`src/rtl/upload_pkg.sv`:
```
`default_nettype none

package upload_pkg;

    typedef logic [7:0]  byte_t;                // Image or memory byte
    typedef logic [26:0] ddr_addr_t;            // External memory byte address
    typedef logic [26:0] image_size_t;
    typedef logic [19:0] ram_addr_t;            // Main memory byte address
    typedef logic [5:0]  layout_index_t;        // Slot, subslot, page
    typedef logic [4:0]  ref_ram_t;
    typedef logic [2:0]  mapper_t;
    typedef logic [2:0]  pattern_code_t;
    typedef logic [2:0]  error_t;
    typedef logic [9:0]  fill_count_t;          // Bytes of one region

    localparam int fifo_depth = 4;              // Entries and credits
    localparam int page_shift = 8;              // 256 byte pages

    typedef logic [$clog2(fifo_depth)-1:0]     fifo_ptr_t;
    typedef logic [$clog2(fifo_depth + 1)-1:0] fifo_count_t;

    localparam mapper_t mapper_none   = 3'd0;
    localparam mapper_t mapper_offset = 3'd1;

    localparam pattern_code_t pattern_ddr  = 3'd0;
    localparam pattern_code_t pattern_ff   = 3'd1;
    localparam pattern_code_t pattern_zero = 3'd2;
    localparam pattern_code_t pattern_03   = 3'd3;
    localparam pattern_code_t pattern_04   = 3'd4;
    localparam pattern_code_t pattern_05   = 3'd5;

    localparam error_t err_none       = 3'd0;
    localparam error_t err_bad_header = 3'd1;
    localparam error_t err_bad_record = 3'd2;
    localparam error_t err_bad_block  = 3'd3;
    localparam error_t err_early_end  = 3'd4;

    localparam byte_t conf_block = 8'h01;
    localparam byte_t conf_end   = 8'hFF;

    localparam byte_t block_ram    = 8'd0;
    localparam byte_t block_rom    = 8'd1;
    localparam byte_t block_mapper = 8'd2;

    localparam logic [23:0] header_magic = "MSx";

endpackage

`default_nettype wire

```
`src/rtl/byte_stream_if.sv`:
```
`timescale 1ns/1ps
`default_nettype none

interface byte_stream_if;
    import upload_pkg::*;

    logic  valid;
    byte_t data;
    logic  last;                                // Final byte of the image
    logic  ack;                                 // Credit or take, depending on the link

    modport source (output valid, output data, output last, input ack);
    modport sink   (input valid, input data, input last, output ack);

endinterface

`default_nettype wire

```
`src/rtl/block_loader.sv`:
```
`timescale 1ns/1ps
`default_nettype none

module block_loader (
    input  wire                        clk,
    input  wire                        rst_n,
    input  wire                        start,
    byte_stream_if.sink                in,
    output logic                       busy,
    output upload_pkg::error_t         error,
    output logic                       machine_type,
    output upload_pkg::ram_addr_t      ram_addr,
    output upload_pkg::byte_t          ram_din,
    output logic                       ram_ce,
    input  wire                        ram_ready,
    output logic                       layout_we,
    output upload_pkg::layout_index_t  layout_index,
    output upload_pkg::ref_ram_t       layout_ref_ram,
    output logic [1:0]                 layout_offset,
    output upload_pkg::mapper_t        layout_mapper
);
    import upload_pkg::*;

    typedef enum logic [2:0] {
        st_idle,
        st_header,
        st_record,
        st_fill,
        st_layout,
        st_drain
    } state_t;

    state_t        state;
    logic [2:0]    byte_cnt;
    byte_t         magic_byte;
    byte_t         conf1;                       // Slot, subslot, first page, extra pages
    byte_t         blk;
    byte_t         arg;                         // Page count or mapper code
    pattern_code_t pattern;
    ref_ram_t      ref_cnt;
    logic [1:0]    page;
    logic [1:0]    extra;
    logic [1:0]    offset;
    fill_count_t   fill_pos;
    fill_count_t   fill_end;
    logic          fill_rom;
    logic          is_mapper;
    logic          take;

    function automatic byte_t pattern_byte(pattern_code_t code, fill_count_t pos);
        case (code)
            pattern_ddr, pattern_ff: pattern_byte = 8'hFF;
            pattern_zero:            pattern_byte = 8'h00;
            pattern_03:              pattern_byte = (pos[1] ^ pos[8]) ? 8'h00 : 8'hFF;
            pattern_04:              pattern_byte = (pos[0] ^ pos[8]) ? 8'hFF : 8'h00;
            pattern_05:              pattern_byte = pos[7] ? 8'hFF : 8'h00;
            default:                 pattern_byte = 8'hFF;
        endcase
    endfunction

    always_comb begin
        case (byte_cnt[1:0])
            2'd0:    magic_byte = header_magic[23:16];
            2'd1:    magic_byte = header_magic[15:8];
            default: magic_byte = header_magic[7:0];
        endcase
    end

    assign fill_rom  = blk == block_rom;
    assign is_mapper = blk == block_mapper;
    assign fill_end  = fill_count_t'(arg) << page_shift;

    assign in.ack = (state == st_header) || (state == st_record) || (state == st_drain) ||
                    (state == st_fill && fill_rom && ram_ready);
    assign take   = in.valid && in.ack;

    // ROM bytes wait for both the stream and the RAM
    assign ram_ce  = (state == st_fill) && ram_ready && (!fill_rom || in.valid);
    assign ram_din = fill_rom ? in.data : pattern_byte(pattern, fill_pos);

    assign busy           = state != st_idle;
    assign layout_we      = state == st_layout;
    assign layout_index   = {conf1[7:6], conf1[5:4], page};
    assign layout_ref_ram = is_mapper ? '0 : ref_cnt;
    assign layout_offset  = is_mapper ? 2'd0 : offset;
    assign layout_mapper  = !layout_we ? mapper_none :
                            is_mapper ? mapper_t'(arg) : mapper_offset;

    always_ff @(posedge clk) begin
        if (!rst_n || start) begin
            state        <= start ? st_header : st_idle;
            error        <= err_none;
            machine_type <= 1'b0;
            ram_addr     <= '0;
            ref_cnt      <= '0;
            byte_cnt     <= '0;
        end else begin
            if (ram_ce) begin
                ram_addr <= ram_addr + 1'b1;
            end
            case (state)
                st_header: begin
                    if (take) begin
                        byte_cnt <= byte_cnt + 3'd1;
                        if (byte_cnt == 3'd3) begin
                            machine_type <= in.data[0];     // 1 is MSX2
                        end
                        if (byte_cnt != 3'd3 && in.data != magic_byte) begin
                            error <= err_bad_header;
                            state <= in.last ? st_idle : st_drain;
                        end else if (in.last) begin
                            error <= err_early_end;
                            state <= st_idle;
                        end else if (byte_cnt == 3'd3) begin
                            byte_cnt <= '0;
                            state    <= st_record;
                        end
                    end
                end
                st_record: begin
                    if (take) begin
                        byte_cnt <= byte_cnt + 3'd1;
                        if (in.last) begin                  // Image ends inside a record
                            error <= err_early_end;
                            state <= st_idle;
                        end
                        case (byte_cnt)
                            3'd0: begin
                                if (in.data == conf_end) begin
                                    error <= err_none;
                                    state <= in.last ? st_idle : st_drain;
                                end else if (in.data != conf_block) begin
                                    error <= err_bad_record;
                                    state <= in.last ? st_idle : st_drain;
                                end
                            end
                            3'd1: conf1 <= in.data;
                            3'd2: begin
                                blk <= in.data;
                                if (in.data != block_ram && in.data != block_rom &&
                                    in.data != block_mapper) begin
                                    error <= err_bad_block;
                                    state <= in.last ? st_idle : st_drain;
                                end
                            end
                            3'd3: arg <= in.data;
                            3'd4: pattern <= pattern_code_t'(in.data);
                            default: begin                  // Reserved byte closes the record
                                byte_cnt <= '0;
                                page     <= conf1[3:2];
                                extra    <= conf1[1:0];
                                offset   <= 2'd0;
                                fill_pos <= '0;
                                if (!in.last) begin
                                    state <= (is_mapper || arg == 8'd0) ? st_layout : st_fill;
                                end
                            end
                        endcase
                    end
                end
                st_fill: begin
                    if (ram_ce) begin
                        fill_pos <= fill_pos + 1'b1;
                        if (fill_rom && in.last) begin
                            error <= err_early_end;
                            state <= st_idle;
                        end else if (fill_pos == fill_end - 1'b1) begin
                            state <= st_layout;
                        end
                    end
                end
                st_layout: begin
                    page   <= page + 2'd1;                  // Wraps within the slot
                    offset <= offset + 2'd1;
                    extra  <= extra - 2'd1;
                    if (extra == 2'd0) begin
                        if (!is_mapper) begin
                            ref_cnt <= ref_cnt + 1'b1;
                        end
                        state <= st_record;
                    end
                end
                st_drain: begin
                    if (take && in.last) begin
                        state <= st_idle;
                    end
                end
                default: ;
            endcase
        end
    end

endmodule

`default_nettype wire

```
`src/rtl/byte_fifo.sv`:
```
`timescale 1ns/1ps
`default_nettype none

module byte_fifo (
    input  wire           clk,
    input  wire           rst_n,
    input  wire           start,
    byte_stream_if.sink   in,
    byte_stream_if.source out
);
    import upload_pkg::*;

    byte_t       data_mem [fifo_depth];
    logic        last_mem [fifo_depth];
    fifo_ptr_t   wr_ptr;
    fifo_ptr_t   rd_ptr;
    fifo_count_t count;
    logic        push;
    logic        pop;

    assign push      = in.valid;                // Credits keep this from overflowing
    assign pop       = out.valid && out.ack;
    assign out.valid = count != '0;
    assign out.data  = data_mem[rd_ptr];
    assign out.last  = last_mem[rd_ptr];

    always_ff @(posedge clk) begin
        if (push) begin
            data_mem[wr_ptr] <= in.data;
            last_mem[wr_ptr] <= in.last;
        end
    end

    always_ff @(posedge clk) begin
        if (!rst_n || start) begin
            wr_ptr <= '0;
            rd_ptr <= '0;
            count  <= '0;
            in.ack <= 1'b0;
        end else begin
            in.ack <= pop;                      // One credit back per take
            if (push) begin
                wr_ptr <= (wr_ptr == fifo_ptr_t'(fifo_depth - 1)) ? '0 : wr_ptr + 1'b1;
            end
            if (pop) begin
                rd_ptr <= (rd_ptr == fifo_ptr_t'(fifo_depth - 1)) ? '0 : rd_ptr + 1'b1;
            end
            if (push && !pop) begin
                count <= count + 1'b1;
            end else if (!push && pop) begin
                count <= count - 1'b1;
            end
        end
    end

endmodule

`default_nettype wire

```
`src/rtl/ddr_fetcher.sv`:
```
`timescale 1ns/1ps
`default_nettype none

module ddr_fetcher (
    input  wire                      clk,
    input  wire                      rst_n,
    input  wire                      start,
    input  upload_pkg::image_size_t  image_size,
    output upload_pkg::ddr_addr_t    ddr_addr,
    output logic                     ddr_rd,
    input  upload_pkg::byte_t        ddr_dout,
    input  wire                      ddr_ready,
    byte_stream_if.source            out
);
    import upload_pkg::*;

    image_size_t size;
    fifo_count_t credits;
    logic        spend;

    assign spend = ddr_rd && ddr_ready;                 // Byte arrives, one credit used

    always_ff @(posedge clk) begin
        if (!rst_n) begin
            size      <= '0;
            ddr_addr  <= '0;
            ddr_rd    <= 1'b0;
            out.valid <= 1'b0;
            out.last  <= 1'b0;
            credits   <= fifo_count_t'(fifo_depth);
        end else if (start) begin
            size      <= image_size;
            ddr_addr  <= '0;
            ddr_rd    <= 1'b0;
            out.valid <= 1'b0;
            out.last  <= 1'b0;
            credits   <= fifo_count_t'(fifo_depth);
        end else begin
            out.valid <= 1'b0;
            if (spend) begin
                ddr_rd    <= 1'b0;
                out.valid <= 1'b1;
                out.last  <= (ddr_addr == size - 1'b1);
                ddr_addr  <= ddr_addr + 1'b1;
            end else if (!ddr_rd && credits != '0 && ddr_addr < size) begin
                ddr_rd <= 1'b1;                         // Address is stable until ready
            end

            if (spend && !out.ack) begin
                credits <= credits - 1'b1;
            end else if (!spend && out.ack) begin
                credits <= credits + 1'b1;
            end
        end
    end

    // Captured byte is held while valid pulses
    always_ff @(posedge clk) begin
        if (spend) begin
            out.data <= ddr_dout;
        end
    end

endmodule

`default_nettype wire

```
`src/rtl/memory_upload.sv`:
```
`timescale 1ns/1ps
`default_nettype none

module memory_upload (
    input  wire                        clk,
    input  wire                        rst_n,
    input  wire                        start,
    input  upload_pkg::image_size_t    image_size,
    output upload_pkg::ddr_addr_t      ddr_addr,
    output logic                       ddr_rd,
    input  upload_pkg::byte_t          ddr_dout,
    input  wire                        ddr_ready,
    output upload_pkg::ram_addr_t      ram_addr,
    output upload_pkg::byte_t          ram_din,
    output logic                       ram_ce,
    input  wire                        ram_ready,
    output logic                       busy,
    output upload_pkg::error_t         error,
    output logic                       machine_type,
    output logic                       layout_we,
    output upload_pkg::layout_index_t  layout_index,
    output upload_pkg::ref_ram_t       layout_ref_ram,
    output logic [1:0]                 layout_offset,
    output upload_pkg::mapper_t        layout_mapper
);

    byte_stream_if fetch_link ();               // Credit based
    byte_stream_if load_link ();                // Valid and take

    ddr_fetcher fetcher_i (
        .clk        (clk),
        .rst_n      (rst_n),
        .start      (start),
        .image_size (image_size),
        .ddr_addr   (ddr_addr),
        .ddr_rd     (ddr_rd),
        .ddr_dout   (ddr_dout),
        .ddr_ready  (ddr_ready),
        .out        (fetch_link.source)
    );

    byte_fifo fifo_i (
        .clk   (clk),
        .rst_n (rst_n),
        .start (start),
        .in    (fetch_link.sink),
        .out   (load_link.source)
    );

    block_loader loader_i (
        .clk            (clk),
        .rst_n          (rst_n),
        .start          (start),
        .in             (load_link.sink),
        .busy           (busy),
        .error          (error),
        .machine_type   (machine_type),
        .ram_addr       (ram_addr),
        .ram_din        (ram_din),
        .ram_ce         (ram_ce),
        .ram_ready      (ram_ready),
        .layout_we      (layout_we),
        .layout_index   (layout_index),
        .layout_ref_ram (layout_ref_ram),
        .layout_offset  (layout_offset),
        .layout_mapper  (layout_mapper)
    );

endmodule

`default_nettype wire

```
`config.mk`:
```
export PLATFORM = sky130hd
export DESIGN_NAME = memory_upload
export DESIGN_NICKNAME = d
export VERILOG_FILES = /design/src/rtl/upload_pkg.sv /design/src/rtl/byte_stream_if.sv /design/src/rtl/block_loader.sv /design/src/rtl/byte_fifo.sv /design/src/rtl/ddr_fetcher.sv /design/src/rtl/memory_upload.sv
export SDC_FILE = /design/constraint.sdc
export NUM_CORES = 1
export LEC_CHECK = 0
export ABC_AREA = 1
export BUFFER_PORTS_ARGS = -buffer_cell sky130_fd_sc_hd__buf_2
export CORE_UTILIZATION = 54
export DETAILED_ROUTE_END_ITERATION = 8
export HOLD_SLACK_MARGIN = 0.1
export PLACE_DENSITY = 0.77
export SLEW_MARGIN = 30
export SYNTH_ARGS = -nofsm -noshare
export SYNTH_HDL_FRONTEND = slang
export SYNTH_SLANG_ARGS = --single-unit
```
`constraint.sdc`:
```
create_clock -name clk -period 2.45 [get_ports clk]
set_input_delay 0.245 -clock clk [delete_from_list [all_inputs] [get_ports clk]]
set_output_delay 0.245 -clock clk [all_outputs]
set_load 0.05 [all_outputs]
```
# After elaboration in Yosys (flattened, before gate mapping)
# Memory sizes are Yosys's and may differ from the RTL's. A register that Yosys moved wholly into a read port is not among the register bits.
# Index checks and enable logic that the tools add are counted.
# word_totals
reg_bits	154
ramBits	36
in_bits	40
out_inout_bits	79
mem_count	2
# memory_table
memory	depth	word_bits	rd	rd_clocked_by_memory_dff	write_ports	line_no	text
fifo_i.data_mem	4	8	1	1	1	byte_fifo.sv:13	byte_t data_mem [fifo_depth];
fifo_i.last_mem	4	1	1	1	1	byte_fifo.sv:14	logic last_mem [fifo_depth];
# op_classes
addsub	16
n_lt_le_gt_ge	1
eq_ne	37
n_mux	75
bitwise	5
reduce_logical	60
# ops
cell	count
$mux 3	39
$mux 8	4
$pmux 8 s4	1
$mux 10	3
$add 27x1->27 const B	1
$eq 27x27->1	1
$lt 27x27->1	1
$sub 27x1->27 const B	1
$mux 2	13
$add 20x1->20 const B	1
$pmux 10 s2	1
$reduce_and 4->1	5
$eq 3x2->1 const B	6
$pmux 3 s3	2
$logic_and 1x1->1	17
$eq 3x3->1 const B	5
$pmux 3 s5	1
$ne 3x3->1 const B	4
$pmux 2 s2	3
$pmux 3 s2	2
$pmux 6 s2	1
$reduce_bool 3->1	4
$add 10x1->10 const B	1
$eq 10x10->1	1
other kinds (38)	76

# Longest topological paths before layout
# Gate-level depths: netlist (run 1).
# depth
ltp_word	9
depth_mapped	16

# Modules after synthesis
# From an unflattened synthesis (run 1), not the netlist that was laid out.
# hier_totals
hier_cells	1390
hier_area_um2	10866.7
# by_module_without_submodules
mod	instances	cells_per_inst	area_each_um2	seq_area_each_um2
block_loader	1	597	4474.3	2021.9
ddr_fetcher	1	640	4445.5	1441.4
byte_fifo	1	153	1946.9	1281.2

# Least setup slack after synthesis (run 1)
# No wires, ideal clock.
# synth_timing
path_kind	register -> register
startpoint	reg loader_i.state[2]
endpoint	reg loader_i.fill_pos[0] (enable)
setup_ns	0.390
arrival_time_ns	1.978
setup_slack_ns	0.082
path_stages_with_launch	8
synth_period_minus_slack_ns	2.368
path_cell_list	edfxtp_1 -> inv_2 -> nand3_4 -> nor2_4 -> nand2_2 -> inv_2 -> nor2_1 -> nor3_1
# synth_between
elab_cells_between_ends	17
classes_between	7 x eq/ne; 10 x reduce/logical
# synth_lines
item	line_no	text
start, declared	block_loader.sv:33	state_t state;
start signal, assigned	block_loader.sv:91	state <= start ? st_header : st_idle;
start signal, assigned	block_loader.sv:110	state <= in.last ? st_idle : st_drain;
start signal, assigned	block_loader.sv:113	state <= st_idle;
$eq 3x2->1	block_loader.sv:78	assign ram_ce = (state == st_fill) && ram_ready && (!fill_rom || in.valid);
$logic_and 1x1->1 (2 in a row)	block_loader.sv:78	
via ram_ce	memory_upload.sv:15	output logic ram_ce,
$ne 2x2->1 (no source line)	-	
$reduce_and 5->1 (no source line)	-	
end signal, assigned	block_loader.sv:163	fill_pos <= fill_pos + 1'b1;
end, declared	block_loader.sv:44	fill_count_t fill_pos;
# The timed path passes the listed nets, and every way through them passes these cells.
# A chain may end at the register's enable or synchronous reset.

# Worst setup path after layout (run 1)
# layout_timing
startpoint	reg loader_i.blk[5]
endpoint	out ram_din[0]
# layout_between
elab_chain_len	2
# layout_rtl
item	line_no	text
start, declared	block_loader.sv:37	byte_t blk;
start signal, assigned	block_loader.sv:139	blk <= in.data;
$eq 8x1->1	block_loader.sv:69	assign fill_rom = blk == block_rom;
$mux 8	block_loader.sv:79	assign ram_din = fill_rom ? in.data : pattern_byte(pattern, fill_pos);
end, declared	memory_upload.sv:14	output upload_pkg::byte_t ram_din,
# No other way between the ends.

==> qor.yml, run 1 <==
floorplan:
  num_io_pins: 119
  die_width_um: 142
  die_area_mm2: 0.0201
  die_h_um: 142
  core-area_mm2: 0.0189
  initial_utilization_pct: 55.7
  placementRows: 50
timing:
  finClkSkew_ns: 0.0112
  maxSlewViolCount: 0
  final_number_of_setup_violating_endpoints: 0
  min_period_ns: 2.35
  final_worst_path_period_share_pct: 95.8
  tightest_slew_ns: 0.720
  postLayoutSetupSlackWorst_ns: 0.102
  post_route_setup_tns_ns: 0
  maxClockFrequency_mhz: 426
  grt_setup_unrepaired: "yes"
  final_worst_hold_slack_ns: 0.116
  finalHoldViolations: 0
  timing.max_slew.rel_slack_pct: 51.7
synth:
  post_synthesis_mean_instance_area_um2: 8.03
  syn_nets: 1402
  yosysSeqAreaShare_pct: 45.1
  synth-main-ff-cell: "dfxtp_1"
  synthCells: 1310
  synth.yosys.warnings: 0
  mappedNetlistArea_mm2: 0.0105
  distinct_cell_type_count_after_synthesis: 54
  synth_edf_count: 90
  ys_seq_elements: 192
  ys_async_rst_share_pct: 0
placement:
  buffer_ports.inserted: 118
  placement.cell_area_mm2: 0.0115
  dp_worst_setup_slack_ns: 0.203
  place_hpwl_um: 18200
  placedCellCount: 1681
  place.gp.congestion: 0.913
job:
  max_cap_viol_count: 0
cells_and_area:
  finalNonFillerCells: 1740
  final_cell_area_mm2: 0.0123
  fraction_of_layout_cells_with_a_size_suffix_above_1_pct: 15.9
  n_antenna_cell: 0
  nNetsFinal: 1559
  share_of_the_core_filled_with_cells_pct: 65.3
  layout_common_cells: "251 x nand2_1, 163 x inv_1, 154 x nor2_1, 116 x buf_2, 102 x a21oi_1"
  layout_commonest_cell: "nand2_1"
  area.growth.synth_to_final_pct: 17.3
outcome:
  status: "finished, final reports clean"
power:
  post-layout-total-power_mw: 7.03
  seq_power_share_pct: 49.3
  power.internal_mw: 5.13
  peakVddDrop_v: 0.000505
  leakagePower_nw: 5.17
  share_clk_of_total_power_pct: 40.2
  net-switching-power_mw: 1.90
  power.switching_fraction_pct: 27.0
  p_comb_share_pct: 10.5
  p_per_area_mw_per_mm2: 570
worst_setup_path:
  worst_setup_path_end_kind: "output pin"
  cp-start-kind: "flip-flop"
  crit_type: "reg -> out"
  timing.critical_path.fanout_max: 7
  ff_to_ff_setup_slack_ns: 0.20
  crit_arrival_ns: 2.10
  data_required_critical_path_ns: 2.20
clocking:
  clock_sink_count: 192
  clock_latency_late_sink_ns: 0.44
  clk_root_buffer_cell: "clkbuf_16"
  maximum_level_of_the_cts_h_tree: 4
  cts_tree: "built"
  tritoncts.num_buffers: 17
  worst_setup_hold_path_clk_slew_ns: 0.08
  clk_path_buf_depth: 2
route:
  ant_nets: 0
  routed_via_density: 5.23
  drt-pass1-iter-count: 5
  drcViolationCount: 0
  finalWirelength_um: 24500
  route.vias.total: 9092
  average_detailed_routed_wire_length_per_instance_um: 14.1
  detail_route.iter0.violations: 595
hold_path:
  hp-class: "in -> reg"
grt:
  grt_pass1_wl_um: 39900
  grt.overflow.total: 0
  antenna_violations_before_repair: 0
  maximum_number_of_pins_on_one_net_before_global_route_repair: 33
  first_global_vias: 8427
  gr-usage-all-layers_pct: 25.1
state kept, by name (all words and copies together), names as in the netlist, 3 cells and up, named ones only:
register / count
loader_i.fill_pos: 10
loader_i.state: 3
fifo_i.last_mem: 4
fetcher_i.out.data: 8
fetcher_i.size: 27
fetcher_i.credits: 3
loader_i.ref_cnt: 5
loader_i.error: 3
loader_i.blk: 8
fifo_i.count: 3
loader_i.conf1: 8
loader_i.ram_addr: 20
loader_i.arg: 8
fifo_i.data_mem: 32
fetcher_i.ddr_addr: 27
loader_i.pattern: 3
loader_i.byte_cnt: 3
cell type report:
class	instances	area, µm²
fill	1610	6550
multi-input combinational	913	4980
sequential	192	4750
timing repair buffer	166	1010
inverter	177	676
clock buffer	17	425
tap	260	325
clock inverter	15	176
path summary, 6_finish.rpt:
kind | to | cells after the start | from
setup / recovery | ram_din[0] | 7 | loader_i.blk[5]
hold / removal | fetcher_i.size[2] | 3 | image_size[2]
setup reg to reg | fifo_i.count[2] | 14 | loader_i.state[0]
hold reg to reg | fifo_i.count[2] | 2 | fifo_i.count[2]
timing repair:
action	4_1_cts	5_1_grt
endpoints found under the hold margin	22	0
hold buffers	22	0
setup buffers	1	4
endpoints found under the setup margin	9	13
pin swaps	1	1
gates resized for setup	3	9
power groups by stage:
stage / sequential [mW] / combinational [mW] / clock [mW]
2_1_floorplan: 3.54 / 0.497 / 0
3_3_place_gp: 3.53 / 0.679 / 0
3_5_place_dp: 3.54 / 0.691 / 0
4_1_cts: 3.46 / 0.725 / 2.87
5_1_grt: 3.47 / 0.826 / 2.99
6_report: 3.47 / 0.738 / 2.83
cells in the mapped netlist, types with 2 or more instances:
library cell	count	area (µm²)
nand2_1	253	950
inv_1	164	616
nor2_1	157	589
a21oi_1	102	510
dfxtp_1	102	2040
o21ai_0	91	455
edfxtp_1	90	2700
nand3_1	79	395
ha_1	50	626
xor2_1	28	245
nor3_1	26	130
xnor2_1	18	158
clkbuf_1	16	60.1
nand4_1	12	75.1
nand2_2	11	68.8
inv_2	10	37.5
nor2_2	9	56.3
o21ai_1	8	40.0
nor2_4	7	78.8
nor4_1	7	43.8
o211ai_1	5	37.5
a31oi_1	4	25.0
buf_2	4	20.0
buf_4	4	30.0
nand3_2	4	40.0
nor3b_1	4	30.0
o21a_1	4	30.0
a211oi_1	3	22.5
buf_6	3	33.8
nand3b_1	3	22.5
nor3_2	3	30.0
xnor3_1	3	67.6
and2_1	2	12.5
and3_1	2	12.5
fa_1	2	40.0
o21bai_1	2	15.0
worst max-delay path, stage by stage, from the launching register on:
cell      delay, ns
edfxtp_1       0.38
nor2_1         0.13
nand2_2        0.10
nor3_4         0.29
inv_2          0.13
buf_4          0.15
o21ai_0        0.18
buf_2          0.30
routing by layer:
metal / global-route usage [%] / part of all wire, % / vias to the layer above / wire [µm]
li1: - / - / 4643 / -
met1: 34.1 / 46 / 4126 / 11300
met2: 40.4 / 46 / 278 / 11400
met3: 4.96 / 6.0 / 45 / 1470
met4: 7.53 / 1.8 / 0 / 437
met5: 0 / 0 / - / 0
cell families after synthesis:
family | synth area share [%]
compound gates | 11.5
xor+xnor | 4.47
flops | 45.1
buf+inv | 7.80
fa+ha+maj | 6.32
simple gates | 24.8
Note: power is estimated with default switching activity, not from simulation.
==> run 2: changes to the inputs <==
--- a/config.mk
+++ b/config.mk
@@ -7,10 +7,10 @@
 export LEC_CHECK = 0
 export ABC_AREA = 1
 export BUFFER_PORTS_ARGS = -buffer_cell sky130_fd_sc_hd__buf_2
-export CORE_UTILIZATION = 54
+export CORE_UTILIZATION = 59
 export DETAILED_ROUTE_END_ITERATION = 8
 export HOLD_SLACK_MARGIN = 0.1
-export PLACE_DENSITY = 0.77
+export PLACE_DENSITY = 0.8
 export SLEW_MARGIN = 30
 export SYNTH_ARGS = -nofsm -noshare
 export SYNTH_HDL_FRONTEND = slang
==> constraint.sdc (replaced) <==
create_clock -name clk -period 2.2 [get_ports clk]
set_input_delay 0.22 -clock clk [delete_from_list [all_inputs] [get_ports clk]]
set_output_delay 0.22 -clock clk [all_outputs]
set_load 0.05 [all_outputs]
==> run 2 against run 1 <==
Compared with the run above: register-to-register slack worse by 0.10 ns; critical endpoint is now layout_mapper[1]; count of clock-buffer cells in the layout stayed put; non-clock buffer count grew 31; global-route usage rose by 2.6 points; total power up 12%; highest routed layer unchanged; first-iteration DRC count rose by 32%; sequential power is 11% higher; critical path depth fell by 1; final cell count decreased by 0.23%; cell area grew 2.7%; sequential share of layout area down 0.99 points; hold slack better by 0.0047 ns.
==> qor.yml, run 2 (synthesis gave the netlist of run 1 again) <==
timing:
  finalHoldViolations: 0
  post_route_setup_tns_ns: 0
  min_period_ns: 2.15
  grt_setup_unrepaired: "yes"
  final_worst_hold_slack_ns: 0.120
  maxClockFrequency_mhz: 466
  final_number_of_setup_violating_endpoints: 0
  final_worst_path_period_share_pct: 97.6
  tightest_slew_ns: 0.685
  timing.max_slew.rel_slack_pct: 54.0
  maxSlewViolCount: 0
  finClkSkew_ns: 0.00851
grt:
  antenna_violations_before_repair: 0
  grt_pass1_wl_um: 40200
  grt.overflow.total: 0
  first_global_vias: 8409
  maximum_number_of_pins_on_one_net_before_global_route_repair: 33
  gr-usage-all-layers_pct: 27.7
power:
  p_comb_share_pct: 11.2
  net-switching-power_mw: 2.16
  leakagePower_nw: 5.33
  post-layout-total-power_mw: 7.90
  share_clk_of_total_power_pct: 40.0
  power.switching_fraction_pct: 27.3
  peakVddDrop_v: 0.000611
  power.internal_mw: 5.74
  p_per_area_mw_per_mm2: 623
  seq_power_share_pct: 48.8
cells_and_area:
  seq_area_mm2: 0.00475
  regMostFlops: "fifo_i.data_mem"
  biggestRegsByFlops: "fifo_i.data_mem (32), fetcher_i.ddr_addr (27), fetcher_i.size (27)"
  multi_input_area_mm2: 0.00504
  layout_common_cells: "248 x nand2_1, 160 x inv_1, 150 x nor2_1, 107 x buf_2, 102 x a21oi_1"
  area.growth.synth_to_final_pct: 20.5
  fillerInstances: 1286
  max_ffs_per_register: 32
  finalNonFillerCells: 1736
  layout_commonest_cell: "nand2_1"
  nNetsFinal: 1590
  n_antenna_cell: 0
  fraction_of_layout_cells_with_a_size_suffix_above_1_pct: 18.7
clocking:
  maximum_level_of_the_cts_h_tree: 4
  clk_root_buffer_cell: "clkbuf_16"
  clk_path_buf_depth: 2
  clock_sink_count: 192
  worst_setup_hold_path_clk_slew_ns: 0.07
  tritoncts.num_buffers: 17
  clock_latency_late_sink_ns: 0.44
  cts_tree: "built"
route:
  route.vias.total: 9440
  finalWirelength_um: 25100
  drcViolationCount: 0
  average_detailed_routed_wire_length_per_instance_um: 14.5
  routed_via_density: 5.44
  drt-pass1-iter-count: 7
  detail_route.iter0.violations: 787
  ant_nets: 0
floorplan:
  num_io_pins: 119
  core-area_mm2: 0.0174
  placementRows: 48
  die_width_um: 136
  die_area_mm2: 0.0184
  die_h_um: 136
  initial_utilization_pct: 60.6
worst_setup_path:
  crit_type: "reg -> out"
  cp-start-kind: "flip-flop"
  critical_path.startpoint: "loader_i.state[0]"
  crit_arrival_ns: 1.93
  worst_setup_path_end_kind: "output pin"
  timing.critical_path.fanout_max: 12
  critical_path.reg2reg.startpoint: "loader_i.blk[1]"
  data_required_critical_path_ns: 1.98
placement:
  buffer_ports.inserted: 118
  placedCellCount: 1665
  place.gp.congestion: 0.938
  place_hpwl_um: 18000
hold_path:
  hp-class: "in -> reg"
  worstHoldStart: "image_size[26]"
outcome:
  status: "finished, final reports clean"
job:
  max_cap_viol_count: 0
==> run 2: through the flow <==
stage / util [%] / setup WS (ns) / area, µm²
after floorplan: - / -0.0569 / 10500
after global placement: 66.7 / 0.0954 / 11600
after detailed placement: 66.7 / 0.00504 / 11600
after CTS: 72.1 / 0.0263 / 12500
after global routing: 73.1 / -0.0305 / 12700
final: 73.1 / 0.0536 / 12700
==> run 2: worst max-delay path: stages, from the launching register on <==
cell,delay [ns]
edfxtp_1,0.45
buf_4,0.18
nor2_2,0.18
nand2_2,0.12
buf_4,0.19
nor3_2,0.15
buf_4,0.22
==> run 2: cell type report <==
| class | instances | area share [%] |
|---|---|---|
| inverters | 177 | 5.31 |
| repair buffers | 197 | 10.5 |
| clock inverters | 15 | 1.41 |
| clock buffers | 17 | 3.35 |
| flip-flops and latches | 192 | 37.5 |
| multi-input cells | 913 | 39.8 |
| well taps | 225 | 2.22 |
==> run 2: path summary, 6_finish.rpt <==
| check | to | slack [ns] | cells after the start |
|---|---|---|---|
| setup / recovery | layout_mapper[1] | 0.05 | 6 |
| hold / removal | fetcher_i.size[26] | 0.12 | 3 |
| setup reg to reg | fifo_i.count[1] | 0.10 | 12 |
| hold reg to reg | fifo_i.count[2] | 0.48 | 2 |
==> run 2: what timing repair did <==
item	4_1_cts	5_1_grt
setup buffers	4	7
endpoints found under the setup margin	12	48
pin swaps	2	4
hold buffers	28	0
resized for setup	8	54
endpoints found under the hold margin	28	0
==> run 2: routing by layer <==
metal | share of wire, % | up-vias | global-route usage, % | wire, µm
met3 | 7.7 | 33 | 3.85 | 1930
met5 | 0 | - | 0 | 0
li1 | - | 4709 | - | -
met4 | 1.6 | 0 | 7.43 | 393
met2 | 46 | 406 | 44.3 | 11600
met1 | 45 | 4292 | 39.3 | 11200
==> run 2: power groups by stage <==
stage	Combinational, mW	Sequential [mW]	Clock, mW
after floorplan	0.555	3.94	0
after global placement	0.782	3.93	0
after detailed placement	0.798	3.93	0
after CTS	0.849	3.85	3.17
final	0.886	3.85	3.16
after global routing	0.983	3.86	3.33
